`src/verilog/cpu_pkg.sv`:
```
// Shared widths, encodings and bus structs for the 4-bit CPU; import inside each module body
package cpu_pkg;

	// ~~~~~~~~~~~~~~~~~~~~
	// Widths and indices
	// ~~~~~~~~~~~~~~~~~~~~
	localparam int DATA_W    = 4;
	localparam int ADDR_W    = 11;
	localparam int INSTR_W   = 12;
	localparam int NUM_REGS  = 8;
	localparam int REG_IDX_W = 3;
	localparam int FLAG_REG  = 3;

	// Registers that hold the memory and jump address, low to high
	localparam int ADDR_REG_LO  = 4;
	localparam int ADDR_REG_MID = 5;
	localparam int ADDR_REG_HI  = 6;

	// Flag bit positions inside r3
	localparam int FLAG_C = 0;
	localparam int FLAG_B = 1;
	localparam int FLAG_Z = 2;
	localparam int FLAG_S = 3;

	// Option field values
	localparam logic [1:0] OPT_MOVI = 2'b01;
	localparam logic [1:0] OPT_OR   = 2'b10;
	localparam logic [1:0] OPT_NOT  = 2'b10;

	// ~~~~~~~~~~~~~~~~~~~~
	// Encodings
	// ~~~~~~~~~~~~~~~~~~~~
	typedef enum logic [3:0] {
		OPC_MOV     = 4'd0,
		OPC_STO     = 4'd1,
		OPC_LD      = 4'd2,
		OPC_ADD     = 4'd3,
		OPC_ADC     = 4'd4,
		OPC_SUB     = 4'd5,
		OPC_SBB     = 4'd6,
		OPC_AND_OR  = 4'd9,
		OPC_XOR_NOT = 4'd10,
		OPC_JMP     = 4'd11,
		OPC_JNZ     = 4'd12,
		OPC_NOP     = 4'd15
	} opcode_e;

	typedef enum logic [2:0] {
		ALU_ADD, ALU_ADC, ALU_SUB, ALU_SBB, ALU_AND, ALU_OR, ALU_XOR, ALU_NOT
	} alu_op_e;

	typedef enum logic [2:0] {
		OP_NOP, OP_MOV, OP_MOVI, OP_LD, OP_STO, OP_ALU, OP_JMP, OP_JNZ
	} op_class_e;

	typedef enum logic [2:0] {
		S_FETCH0, S_FETCH1, S_FETCH2, S_EXEC, S_MEM
	} state_e;

	// ~~~~~~~~~~~~~~~~~~~~
	// Structs
	// ~~~~~~~~~~~~~~~~~~~~
	// First fetched nibble lands in the opcode
	typedef struct packed {
		opcode_e              opcode;
		logic [1:0]           option;
		logic [REG_IDX_W-1:0] arg1;
		logic [REG_IDX_W-1:0] arg2;
	} instr_t;

	typedef struct packed {
		op_class_e            op_class;
		alu_op_e              alu_op;
		logic [REG_IDX_W-1:0] dst;
		logic [REG_IDX_W-1:0] src;
	} ctrl_t;

	typedef struct packed {
		logic [ADDR_W-1:0] addr;
		logic              we;
		logic [DATA_W-1:0] wdata;
	} bus_out_t;

endpackage

```
`src/verilog/instr_decode.sv`:
```
// Combinational decoder turning the held instruction into the sequencer's control struct
module instr_decode (
	input  cpu_pkg::instr_t instr_i,
	output cpu_pkg::ctrl_t  ctrl_o
);

	import cpu_pkg::*;

	always_comb begin
		// ALU form by default: dst = arg1, src = arg2
		ctrl_o.op_class = OP_NOP;
		ctrl_o.alu_op   = ALU_ADD;
		ctrl_o.dst      = instr_i.arg1;
		ctrl_o.src      = instr_i.arg2;

		case (instr_i.opcode)
			OPC_MOV: begin
				// Register copy goes r[arg1] -> r[arg2]
				ctrl_o.op_class = (instr_i.option == OPT_MOVI) ? OP_MOVI : OP_MOV;
				ctrl_o.dst      = instr_i.arg2;
				ctrl_o.src      = instr_i.arg1;
			end
			OPC_LD: begin
				ctrl_o.op_class = OP_LD;
				ctrl_o.dst      = instr_i.arg2;
			end
			OPC_STO: begin
				ctrl_o.op_class = OP_STO;
			end
			OPC_ADD: begin
				ctrl_o.op_class = OP_ALU;
				ctrl_o.alu_op   = ALU_ADD;
			end
			OPC_ADC: begin
				ctrl_o.op_class = OP_ALU;
				ctrl_o.alu_op   = ALU_ADC;
			end
			OPC_SUB: begin
				ctrl_o.op_class = OP_ALU;
				ctrl_o.alu_op   = ALU_SUB;
			end
			OPC_SBB: begin
				ctrl_o.op_class = OP_ALU;
				ctrl_o.alu_op   = ALU_SBB;
			end
			OPC_AND_OR: begin
				ctrl_o.op_class = OP_ALU;
				ctrl_o.alu_op   = (instr_i.option == OPT_OR) ? ALU_OR : ALU_AND;
			end
			OPC_XOR_NOT: begin
				ctrl_o.op_class = OP_ALU;
				if (instr_i.option == OPT_NOT) begin
					// NOT works in place on arg2
					ctrl_o.alu_op = ALU_NOT;
					ctrl_o.dst    = instr_i.arg2;
				end else begin
					ctrl_o.alu_op = ALU_XOR;
				end
			end
			OPC_JMP: begin
				ctrl_o.op_class = OP_JMP;
			end
			OPC_JNZ: begin
				ctrl_o.op_class = OP_JNZ;
			end
			default: begin
				ctrl_o.op_class = OP_NOP;
			end
		endcase
	end

endmodule

```
`src/verilog/alu.sv`:
```
// Combinational 4-bit ALU; returns the result and the new flag nibble for r3
module alu (
	input  logic [cpu_pkg::DATA_W-1:0] a_i,
	input  logic [cpu_pkg::DATA_W-1:0] b_i,
	input  cpu_pkg::alu_op_e           op_i,
	input  logic [cpu_pkg::DATA_W-1:0] flags_i,
	output logic [cpu_pkg::DATA_W-1:0] result_o,
	output logic [cpu_pkg::DATA_W-1:0] flags_o
);

	import cpu_pkg::*;

	logic [DATA_W:0] wide;
	logic            is_add;
	logic            is_sub;
	logic [DATA_W:0] carry_in;
	logic [DATA_W:0] borrow_in;

	assign carry_in  = {{DATA_W{1'b0}}, flags_i[FLAG_C]};
	assign borrow_in = {{DATA_W{1'b0}}, flags_i[FLAG_B]};

	always_comb begin
		is_add = 1'b0;
		is_sub = 1'b0;
		case (op_i)
			ALU_ADD: begin
				wide   = {1'b0, a_i} + {1'b0, b_i};
				is_add = 1'b1;
			end
			ALU_ADC: begin
				wide   = {1'b0, a_i} + {1'b0, b_i} + carry_in;
				is_add = 1'b1;
			end
			// Bit 4 goes high when the difference wraps below zero
			ALU_SUB: begin
				wide   = {1'b0, a_i} - {1'b0, b_i};
				is_sub = 1'b1;
			end
			ALU_SBB: begin
				wide   = {1'b0, a_i} - {1'b0, b_i} - borrow_in;
				is_sub = 1'b1;
			end
			ALU_AND: wide = {1'b0, a_i & b_i};
			ALU_OR:  wide = {1'b0, a_i | b_i};
			ALU_XOR: wide = {1'b0, a_i ^ b_i};
			default: wide = {1'b0, ~b_i};
		endcase
	end

	assign result_o = wide[DATA_W-1:0];

	// Logic ops leave both carry and borrow clear
	always_comb begin
		flags_o         = '0;
		flags_o[FLAG_C] = is_add & wide[DATA_W];
		flags_o[FLAG_B] = is_sub & wide[DATA_W];
		flags_o[FLAG_Z] = (wide[DATA_W-1:0] == '0);
		flags_o[FLAG_S] = wide[DATA_W-1];
	end

endmodule

```
`src/verilog/reg_file.sv`:
```
// Eight-entry nibble register file with result and flag write ports and the r6:r5:r4 address
module reg_file (
	input  logic                          clk,
	input  logic                          rst_n,
	input  logic [cpu_pkg::REG_IDX_W-1:0] rd_a_idx_i,
	input  logic [cpu_pkg::REG_IDX_W-1:0] rd_b_idx_i,
	output logic [cpu_pkg::DATA_W-1:0]    rd_a_o,
	output logic [cpu_pkg::DATA_W-1:0]    rd_b_o,
	input  logic                          wr_en_i,
	input  logic [cpu_pkg::REG_IDX_W-1:0] wr_idx_i,
	input  logic [cpu_pkg::DATA_W-1:0]    wr_data_i,
	input  logic                          flag_we_i,
	input  logic [cpu_pkg::DATA_W-1:0]    flag_data_i,
	output logic [cpu_pkg::DATA_W-1:0]    flags_o,
	output logic [cpu_pkg::ADDR_W-1:0]    mem_addr_o
);

	import cpu_pkg::*;

	logic [DATA_W-1:0] regs_q [NUM_REGS];

	// ~~~~~~~~~~~~~~~~~~~~
	// Write ports
	// ~~~~~~~~~~~~~~~~~~~~
	always_ff @(posedge clk) begin
		if (rst_n) begin
			for (int i = 0; i < NUM_REGS; i++) begin
				regs_q[i] <= '0;
			end
		end else begin
			if (wr_en_i) begin
				regs_q[wr_idx_i] <= wr_data_i;
			end
			// Later assignment, so flags override a result aimed at r3
			if (flag_we_i) begin
				regs_q[FLAG_REG] <= flag_data_i;
			end
		end
	end

	// ~~~~~~~~~~~~~~~~~~~~
	// Read ports
	// ~~~~~~~~~~~~~~~~~~~~
	assign rd_a_o  = regs_q[rd_a_idx_i];
	assign rd_b_o  = regs_q[rd_b_idx_i];
	assign flags_o = regs_q[FLAG_REG];

	// Only the low 3 bits of r6 reach the 11-bit bus
	assign mem_addr_o = {
		regs_q[ADDR_REG_HI][2:0],
		regs_q[ADDR_REG_MID],
		regs_q[ADDR_REG_LO]
	};

endmodule

```
`src/verilog/cpu_seq.sv`:
```
// Fetch/execute sequencer: owns PC and instruction register, drives the bus and write-back
module cpu_seq (
	input  logic                          clk,
	input  logic                          rst_n,
	input  cpu_pkg::ctrl_t                ctrl_i,
	output cpu_pkg::instr_t               instr_o,
	input  logic [cpu_pkg::DATA_W-1:0]    bus_rdata_i,
	output logic [cpu_pkg::REG_IDX_W-1:0] rd_a_idx_o,
	output logic [cpu_pkg::REG_IDX_W-1:0] rd_b_idx_o,
	input  logic [cpu_pkg::DATA_W-1:0]    rd_b_i,
	input  logic [cpu_pkg::DATA_W-1:0]    flags_i,
	input  logic [cpu_pkg::ADDR_W-1:0]    mem_addr_i,
	input  logic [cpu_pkg::DATA_W-1:0]    alu_result_i,
	input  logic [cpu_pkg::DATA_W-1:0]    alu_flags_i,
	output logic                          wr_en_o,
	output logic [cpu_pkg::REG_IDX_W-1:0] wr_idx_o,
	output logic [cpu_pkg::DATA_W-1:0]    wr_data_o,
	output logic                          flag_we_o,
	output logic [cpu_pkg::DATA_W-1:0]    flag_data_o,
	output cpu_pkg::bus_out_t             bus_o
);

	import cpu_pkg::*;

	state_e             state_q;
	logic [ADDR_W-1:0]  pc_q;
	logic [INSTR_W-1:0] ir_q;
	logic               in_exec;
	logic               mem_access;
	logic               jump_taken;

	assign in_exec    = (state_q == S_EXEC);
	assign mem_access = (in_exec && (ctrl_i.op_class inside {OP_LD, OP_STO}))
	                    || (state_q == S_MEM);
	// JNZ branches while Z is clear
	assign jump_taken = in_exec && ((ctrl_i.op_class == OP_JMP)
	                    || ((ctrl_i.op_class == OP_JNZ) && !flags_i[FLAG_Z]));

	// ~~~~~~~~~~~~~~~~~~~~
	// State and PC
	// ~~~~~~~~~~~~~~~~~~~~
	always_ff @(posedge clk) begin
		if (rst_n) begin
			state_q <= S_FETCH0;
			pc_q    <= '0;
		end else begin
			case (state_q)
				S_FETCH0: begin
					state_q <= S_FETCH1;
					pc_q    <= pc_q + ADDR_W'(1);
				end
				S_FETCH1: begin
					state_q <= S_FETCH2;
					pc_q    <= pc_q + ADDR_W'(1);
				end
				S_FETCH2: begin
					state_q <= S_EXEC;
					pc_q    <= pc_q + ADDR_W'(1);
				end
				S_EXEC: begin
					state_q <= (ctrl_i.op_class == OP_LD) ? S_MEM : S_FETCH0;
					// Immediate nibble sits right after the instruction
					if (ctrl_i.op_class == OP_MOVI) begin
						pc_q <= pc_q + ADDR_W'(1);
					end else if (jump_taken) begin
						pc_q <= mem_addr_i;
					end
				end
				default: state_q <= S_FETCH0;
			endcase
		end
	end

	// Instruction nibbles arrive high first
	always_ff @(posedge clk) begin
		case (state_q)
			S_FETCH0: ir_q[INSTR_W-1 -: DATA_W] <= bus_rdata_i;
			S_FETCH1: ir_q[INSTR_W-DATA_W-1 -: DATA_W] <= bus_rdata_i;
			S_FETCH2: ir_q[DATA_W-1:0] <= bus_rdata_i;
			default: ;
		endcase
	end

	assign instr_o    = instr_t'(ir_q);
	assign rd_a_idx_o = ctrl_i.dst;
	assign rd_b_idx_o = ctrl_i.src;

	// ~~~~~~~~~~~~~~~~~~~~
	// Write-back
	// ~~~~~~~~~~~~~~~~~~~~
	always_comb begin
		wr_en_o   = (in_exec && (ctrl_i.op_class inside {OP_MOV, OP_MOVI, OP_ALU}))
		            || (state_q == S_MEM);
		wr_idx_o  = ctrl_i.dst;
		case (ctrl_i.op_class)
			OP_ALU:  wr_data_o = alu_result_i;
			OP_MOV:  wr_data_o = rd_b_i;
			default: wr_data_o = bus_rdata_i;
		endcase
	end

	assign flag_we_o   = in_exec && (ctrl_i.op_class == OP_ALU);
	assign flag_data_o = alu_flags_i;

	// Bus follows the PC except during data access
	always_comb begin
		bus_o       = '0;
		bus_o.addr  = mem_access ? mem_addr_i : pc_q;
		bus_o.we    = in_exec && (ctrl_i.op_class == OP_STO);
		bus_o.wdata = rd_b_i;
	end

endmodule

```
`src/verilog/cpu_top.sv`:
```
// Top level of the 4-bit CPU, exposing the nibble memory bus to the system
module cpu_top (
	input  logic                       clk,
	input  logic                       rst_n,
	input  logic [cpu_pkg::DATA_W-1:0] bus_rdata_i,
	output cpu_pkg::bus_out_t          bus_o
);

	import cpu_pkg::*;

	instr_t               instr;
	ctrl_t                ctrl;
	logic [REG_IDX_W-1:0] rd_a_idx;
	logic [REG_IDX_W-1:0] rd_b_idx;
	logic [DATA_W-1:0]    rd_a;
	logic [DATA_W-1:0]    rd_b;
	logic [DATA_W-1:0]    flags;
	logic [ADDR_W-1:0]    mem_addr;
	logic [DATA_W-1:0]    alu_result;
	logic [DATA_W-1:0]    alu_flags;
	logic                 wr_en;
	logic [REG_IDX_W-1:0] wr_idx;
	logic [DATA_W-1:0]    wr_data;
	logic                 flag_we;
	logic [DATA_W-1:0]    flag_data;

	cpu_seq u_seq (
		.clk(clk), .rst_n(rst_n),
		.ctrl_i(ctrl), .instr_o(instr), .bus_rdata_i(bus_rdata_i),
		.rd_a_idx_o(rd_a_idx), .rd_b_idx_o(rd_b_idx), .rd_b_i(rd_b),
		.flags_i(flags), .mem_addr_i(mem_addr),
		.alu_result_i(alu_result), .alu_flags_i(alu_flags),
		.wr_en_o(wr_en), .wr_idx_o(wr_idx), .wr_data_o(wr_data),
		.flag_we_o(flag_we), .flag_data_o(flag_data), .bus_o(bus_o)
	);

	instr_decode u_decode (.instr_i(instr), .ctrl_o(ctrl));

	alu u_alu (
		.a_i(rd_a), .b_i(rd_b), .op_i(ctrl.alu_op), .flags_i(flags),
		.result_o(alu_result), .flags_o(alu_flags)
	);

	reg_file u_regs (
		.clk(clk), .rst_n(rst_n),
		.rd_a_idx_i(rd_a_idx), .rd_b_idx_i(rd_b_idx), .rd_a_o(rd_a), .rd_b_o(rd_b),
		.wr_en_i(wr_en), .wr_idx_i(wr_idx), .wr_data_i(wr_data),
		.flag_we_i(flag_we), .flag_data_i(flag_data),
		.flags_o(flags), .mem_addr_o(mem_addr)
	);

endmodule

```
`config.mk`:
```
export PLATFORM = sky130hd
export DESIGN_NAME = cpu_top
export DESIGN_NICKNAME = d
export VERILOG_FILES = /design/src/verilog/cpu_pkg.sv /design/src/verilog/instr_decode.sv /design/src/verilog/alu.sv /design/src/verilog/reg_file.sv /design/src/verilog/cpu_seq.sv /design/src/verilog/cpu_top.sv
export SDC_FILE = /design/constraint.sdc
export NUM_CORES = 1
export LEC_CHECK = 0
export BUFFER_PORTS_ARGS = -buffer_cell sky130_fd_sc_hd__buf_2
export CAP_MARGIN = 20
export CORE_UTILIZATION = 63
export DETAILED_ROUTE_END_ITERATION = 10
export GPL_TIMING_DRIVEN = 0
export PLACE_DENSITY_LB_ADDON = 0.15
export SLEW_MARGIN = 5
export SYNTH_ARGS = -nofsm -noshare
export SYNTH_HDL_FRONTEND = slang
export SYNTH_SLANG_ARGS = --single-unit
```
`constraint.sdc`:
```
create_clock -name clk -period 5 [get_ports clk]
set_input_delay 0.25 -clock clk [delete_from_list [all_inputs] [get_ports clk]]
set_output_delay 0.25 -clock clk [all_outputs]
set_load 0.01 [all_outputs]
```
## Word-level counts from Yosys, hierarchy flattened

Memory sizes are Yosys's and may differ from the RTL's.
Index checks and enable logic that the tools add are counted.

- Memory bits (writable): 32
- Memories kept: 1
- Bits of input ports: 6
- Register bits after elaboration: 26
- Logic and storage cells: 106
- Output and inout bits: 16

Memories:

| memory | depth | width | rd ports | clocked after memory_dff | wr ports | RTL line | RTL |
|---|---|---|---|---|---|---|---|
| u_regs.regs_q | 8 | 4 | 6 | 0 | 8 | reg_file.sv:20 | `logic [DATA_W-1:0] regs_q [NUM_REGS];` |

- Eq/ne operators: 31
- Reduce and logical (&&, ||, !) cells: 24
- Add/subtract/negate cells: 5
- Multiplexer cells: 30
- Bitwise operators: 10

Operators with widths:

| cell | number |
|---|---|
| $pmux W5 S7 | 1 |
| $mux W11 | 3 |
| $eq A3 B3 Y1 const B | 9 |
| $pmux W11 S2 | 1 |
| $eq A3 B2 Y1 const B | 6 |
| $pmux W3 S6 | 1 |
| $eq A4 B4 Y1 const B | 4 |
| $pmux W3 S5 | 1 |
| $mux W1 | 13 |
| $eq A4 B3 Y1 const B | 3 |
| $mux W3 | 4 |
| $pmux W3 S4 | 1 |
| $add A11 B1 Y11 const B | 1 |
| $eq A3 B1 Y1 const B | 3 |
| $eq A4 B2 Y1 const B | 2 |
| $logic_not A4 Y1 | 2 |
| $mux W4 | 2 |
| $pmux W4 S2 | 1 |
| $logic_and A1 B1 Y1 | 6 |
| $logic_not A3 Y1 | 2 |
| $pmux W3 S2 | 1 |
| $reduce_or A2 Y1 | 3 |
| $reduce_or A6 Y1 | 1 |
| $add A4 B4 Y5 | 1 |
| other kinds (22) | 28 |

## Depth between registers and ports, before layout

- Depth in word-level cells: 13
- Mapped depth: 20
- Gate-level depth less buffers: 19

## Modules after synthesis

A second synthesis with hierarchy kept.

- Cells, all modules: 457
- Area, all modules: 4780.8 um^2

Modules (own cells, without submodules):

| module | cells each | area an instance (um^2) | seq. area each (um^2) | times used |
|---|---|---|---|---|
| reg_file | 123 | 1880.6 | 960.9 | 1 |
| cpu_seq | 182 | 1726.7 | 640.6 | 1 |
| alu | 116 | 902.1 | 0.0 | 1 |
| instr_decode | 36 | 271.5 | 0.0 | 1 |

## Least setup slack after synthesis

No wires, ideal clock.

- Path kind: register to register
- Start point: register u_seq.ir_q[9], in the netlist u_seq.instr_o[9]
- End point: memory u_regs.regs_q[3][2] (data pin)
- Arrival time: 4412 ps
- Period minus slack after synthesis: 4688 ps
- Stages on the path, launching flop included: 19
- Path slack: 312 ps
- Setup time: 276 ps
- Path through: edfxtp_1 -> buf_2 -> nor4_2 -> buf_4 -> mux2i_2 -> a2111oi_0 -> nor4_2 -> ha_1 -> inv_1 -> fa_1 -> inv_1 -> ha_1 -> nand2b_1 -> xnor2_1 -> o311ai_0 -> nor3_1 -> nor2_1 -> a21oi_1 -> o22ai_1

RTL lines:

| what | RTL line | RTL |
|---|---|---|
| start: declaration | cpu_seq.sv:27 | `logic [INSTR_W-1:0] ir_q;` |
| start signal: indexed assignment | cpu_seq.sv:77 | `S_FETCH0: ir_q[INSTR_W-1 -: DATA_W] <= bus_rdata_i;` |
| start signal: indexed assignment | cpu_seq.sv:78 | `S_FETCH1: ir_q[INSTR_W-DATA_W-1 -: DATA_W] <= bus_rdata_i;` |
| start signal: indexed assignment | cpu_seq.sv:79 | `S_FETCH2: ir_q[DATA_W-1:0] <= bus_rdata_i;` |
| end: declaration | reg_file.sv:20 |  |

==> metrics <==
outcome finished with violations; failing checks setup timing; die area 0.00767 sq mm; syn avg cell area 9.01 sq um; H-tree Lvls 3; Setup crit end kind register; fillers 490; Clock transition at path regs 0.07 ns; Sink Count 58; Ys Warns 0; # IOs 22; ant diodes 0; commonest non-fill, non-tap cell in the layout nand2_1; drt drc 0; via count 4652; antenna-violating nets left 0; Max clock buf depth 2; crit path launch u_seq.instr_o[9]$_DFFE_PP_; initial antenna violation count 0; reg2reg start u_seq.instr_o[9]$_DFFE_PP_; nets 585; Slew HR 39.6%; synthesis-to-finish area growth 17.5%; critical path data arrival time 5.12 ns; first-pass GRT wire length 21800 um; pre-CTS setup slack -0.726 ns; hold path startpoint bus_rdata_i[1]; RSZ-0062 raised after global routing yes; largest net degree at the start of global routing 13; hpwl dp 10000 um; clock skew 0.0101 ns; Mapped Nets 537; utilization after layout 78.1%; initial core utilization 66.5%; setup violators final 4; Req. time, crit path 5.10 ns; Startpoint Class register; Detailed Route Iter0 Violations 592; Worst Tran Pin Value 0.902 ns; Post-DP Area 0.00484 sq mm; post-layout min period 5.02 ns; DR vias/cell 7.04; Setup TNS -0.0345 ns; Worst Setup Slack, final -0.0213 ns; Tot GR Track Use 38.6%; height of the die 87.6 um; CTS Buf Count 9; WL final 14900 um; row count 30; Root Driver clkbuf_8; Hold WC Path Type input pin to register; Post-Syn Instances 512; port bufs 21; maximum vdd drop 0.255 mV; Core Box Area 0.00694 sq mm; crit-path max FO 10; Period Utilization, post-route 100%; most frequent cells in the layout 60 x nand2_1, 56 x nor2_1, 44 x edfxtp_1; most common flop cell mapped by yosys edfxtp_1; Synth Cell Area 0.00462 sq mm; flip-flop and latch count after synthesis 58; Max Fclk 199 MHz; Power per Cell Area 310 mW/mm^2; max-slew violations 0; Avg WL per Cell 22.5 um; CTS tree built; CP Class register to register; Async SR Flop Fraction 0%; Min Hold Slack 0.147 ns; grt ovf 0; Seq/Total Area, Yosys 34.7%; Post-synth EDFFs 44; die width 87.6 um; layout cell share with drive strength beyond 1 23.2%; Fin. Hold Viols 0; clk_lat worst skew 0.36 ns; Routability Congestion 0.957; Pleak 0.00198 uW; max-cap violations 0; Unique masters post-synth 76; CTS Hold Bufs 0; Pre-Repair DR Iteration Count 6; number of global-route vias before repair 4196; Finished Cell Area 0.00542 sq mm
layout make-up:
type	instances	area, sq um	area share, %
clock buffer	9	124	2.28
timing repair buffer	38	245	4.52
inverter	15	56.3	1.04
clock inverter	7	101	1.87
tap	96	120	2.22
multi-input combinational	413	3040	56.2
buffer	25	129	2.38
sequential	58	1600	29.5
what timing repair did:
| action | in CTS | in global routing |
|---|---|---|
| endpoints found under the setup margin | 24 | 25 |
| gates resized for setup | 13 | 37 |
| buffers inserted | 7 | 10 |
| pin swaps | 4 | 7 |
worst max-delay path, stage by stage, from the launching register on:
cell,delay [ns]
edfxtp_1,0.44
buf_4,0.21
o41a_1,0.55
a211oi_1,0.56
a2111oi_4,0.07
nor4_2,0.30
buf_4,0.18
buf_4,0.11
ha_1,0.20
fa_1,0.47
ha_2,0.29
nor2_1,0.12
a21oi_1,0.05
a221oi_1,0.39
o211ai_1,0.23
nand2_1,0.12
o221a_2,0.37
o2bb2ai_1,0.11
cells in the mapped netlist (4+ instances only):
| library cell | instances | share of area (%) |
|---|---|---|
| edfxtp_1 | 44 | 29 |
| o21ai_0 | 14 | 1.5 |
| inv_1 | 15 | 1.2 |
| a32o_1 | 4 | 0.87 |
| a21o_1 | 5 | 0.81 |
| nor3_2 | 7 | 1.5 |
| nand2b_1 | 13 | 1.8 |
| nor2_1 | 57 | 4.6 |
| a31oi_1 | 6 | 0.81 |
| ha_1 | 17 | 4.6 |
| a211oi_1 | 12 | 2.0 |
| mux2_2 | 15 | 3.7 |
| mux2i_1 | 15 | 3.3 |
| o22ai_1 | 9 | 1.2 |
| nor3b_1 | 7 | 1.1 |
| o22a_1 | 8 | 1.5 |
| a2111oi_0 | 5 | 0.95 |
| a22oi_1 | 5 | 0.81 |
| or2_2 | 9 | 1.2 |
| o221ai_1 | 5 | 0.95 |
| nand2_1 | 63 | 5.1 |
| a21oi_1 | 19 | 2.1 |
| nor3_1 | 13 | 1.4 |
| dfxtp_1 | 14 | 6.1 |
| clkbuf_1 | 14 | 1.1 |
| nand3_1 | 12 | 1.3 |
| nor2b_1 | 5 | 0.68 |
| buf_2 | 9 | 0.98 |
| nand3b_1 | 8 | 1.3 |
| xnor2_1 | 8 | 1.5 |
per-layer routing:
metal | track usage (%) | up-vias | share of wire [%]
met5 | 0 | - | 0
met4 | 15.8 | 0 | 3.8
met3 | 11.0 | 72 | 13
met2 | 58.1 | 371 | 45
met1 | 52.6 | 2170 | 38
li1 | - | 2039 | -
report_power, final:
part	internal, uW	switching, uW	leakage [uW]
clock	285	224	0.000106
combinational	237	364	0.00132
sequential	542	30.0	0.000559
registers in the layout, indices dropped and copies added (netlist names):
register       cells
u_regs.regs_q     32
u_seq.state_q      3
u_seq.pc_q        11
u_seq.instr_o     12
path summary, 6_finish.rpt:
| path | cells past startpoint | endpoint | slack, ns |
|---|---|---|---|
| max reg2reg | 17 | u_regs.regs_q[3][1]$_DFFE_PP_ | -0.02 |
| max | 17 | u_regs.regs_q[3][1]$_DFFE_PP_ | -0.02 |
| min reg2reg | 2 | u_seq.pc_q[1]$_SDFFE_PP0P_ | 0.52 |
| min | 1 | u_seq.instr_o[9]$_DFFE_PP_ | 0.15 |
logic make-up (layout without fill, tap and decap cells):
kind of cell	count (synthesis)	count (layout)	share of synthesized area [%]
AND/OR/NAND/NOR	217	217	24.2
buffers and inverters	41	94	3.82
adder cells (fa/ha/maj)	19	19	5.48
flip-flops	58	58	34.7
multiplexers	31	31	7.21
AO/OA/AOI/OAI	135	135	22.6
XOR/XNOR	11	11	2.09
metrics by stage:
step / total power [uW] / std cells
final: 1680 / 661
after global routing: 1740 / 661
after CTS: 1600 / 651
after detailed placement: 1080 / 629
after global placement: 1070 / 629
after floorplan: 948 / 512
(Power assumes the default switching activity.)
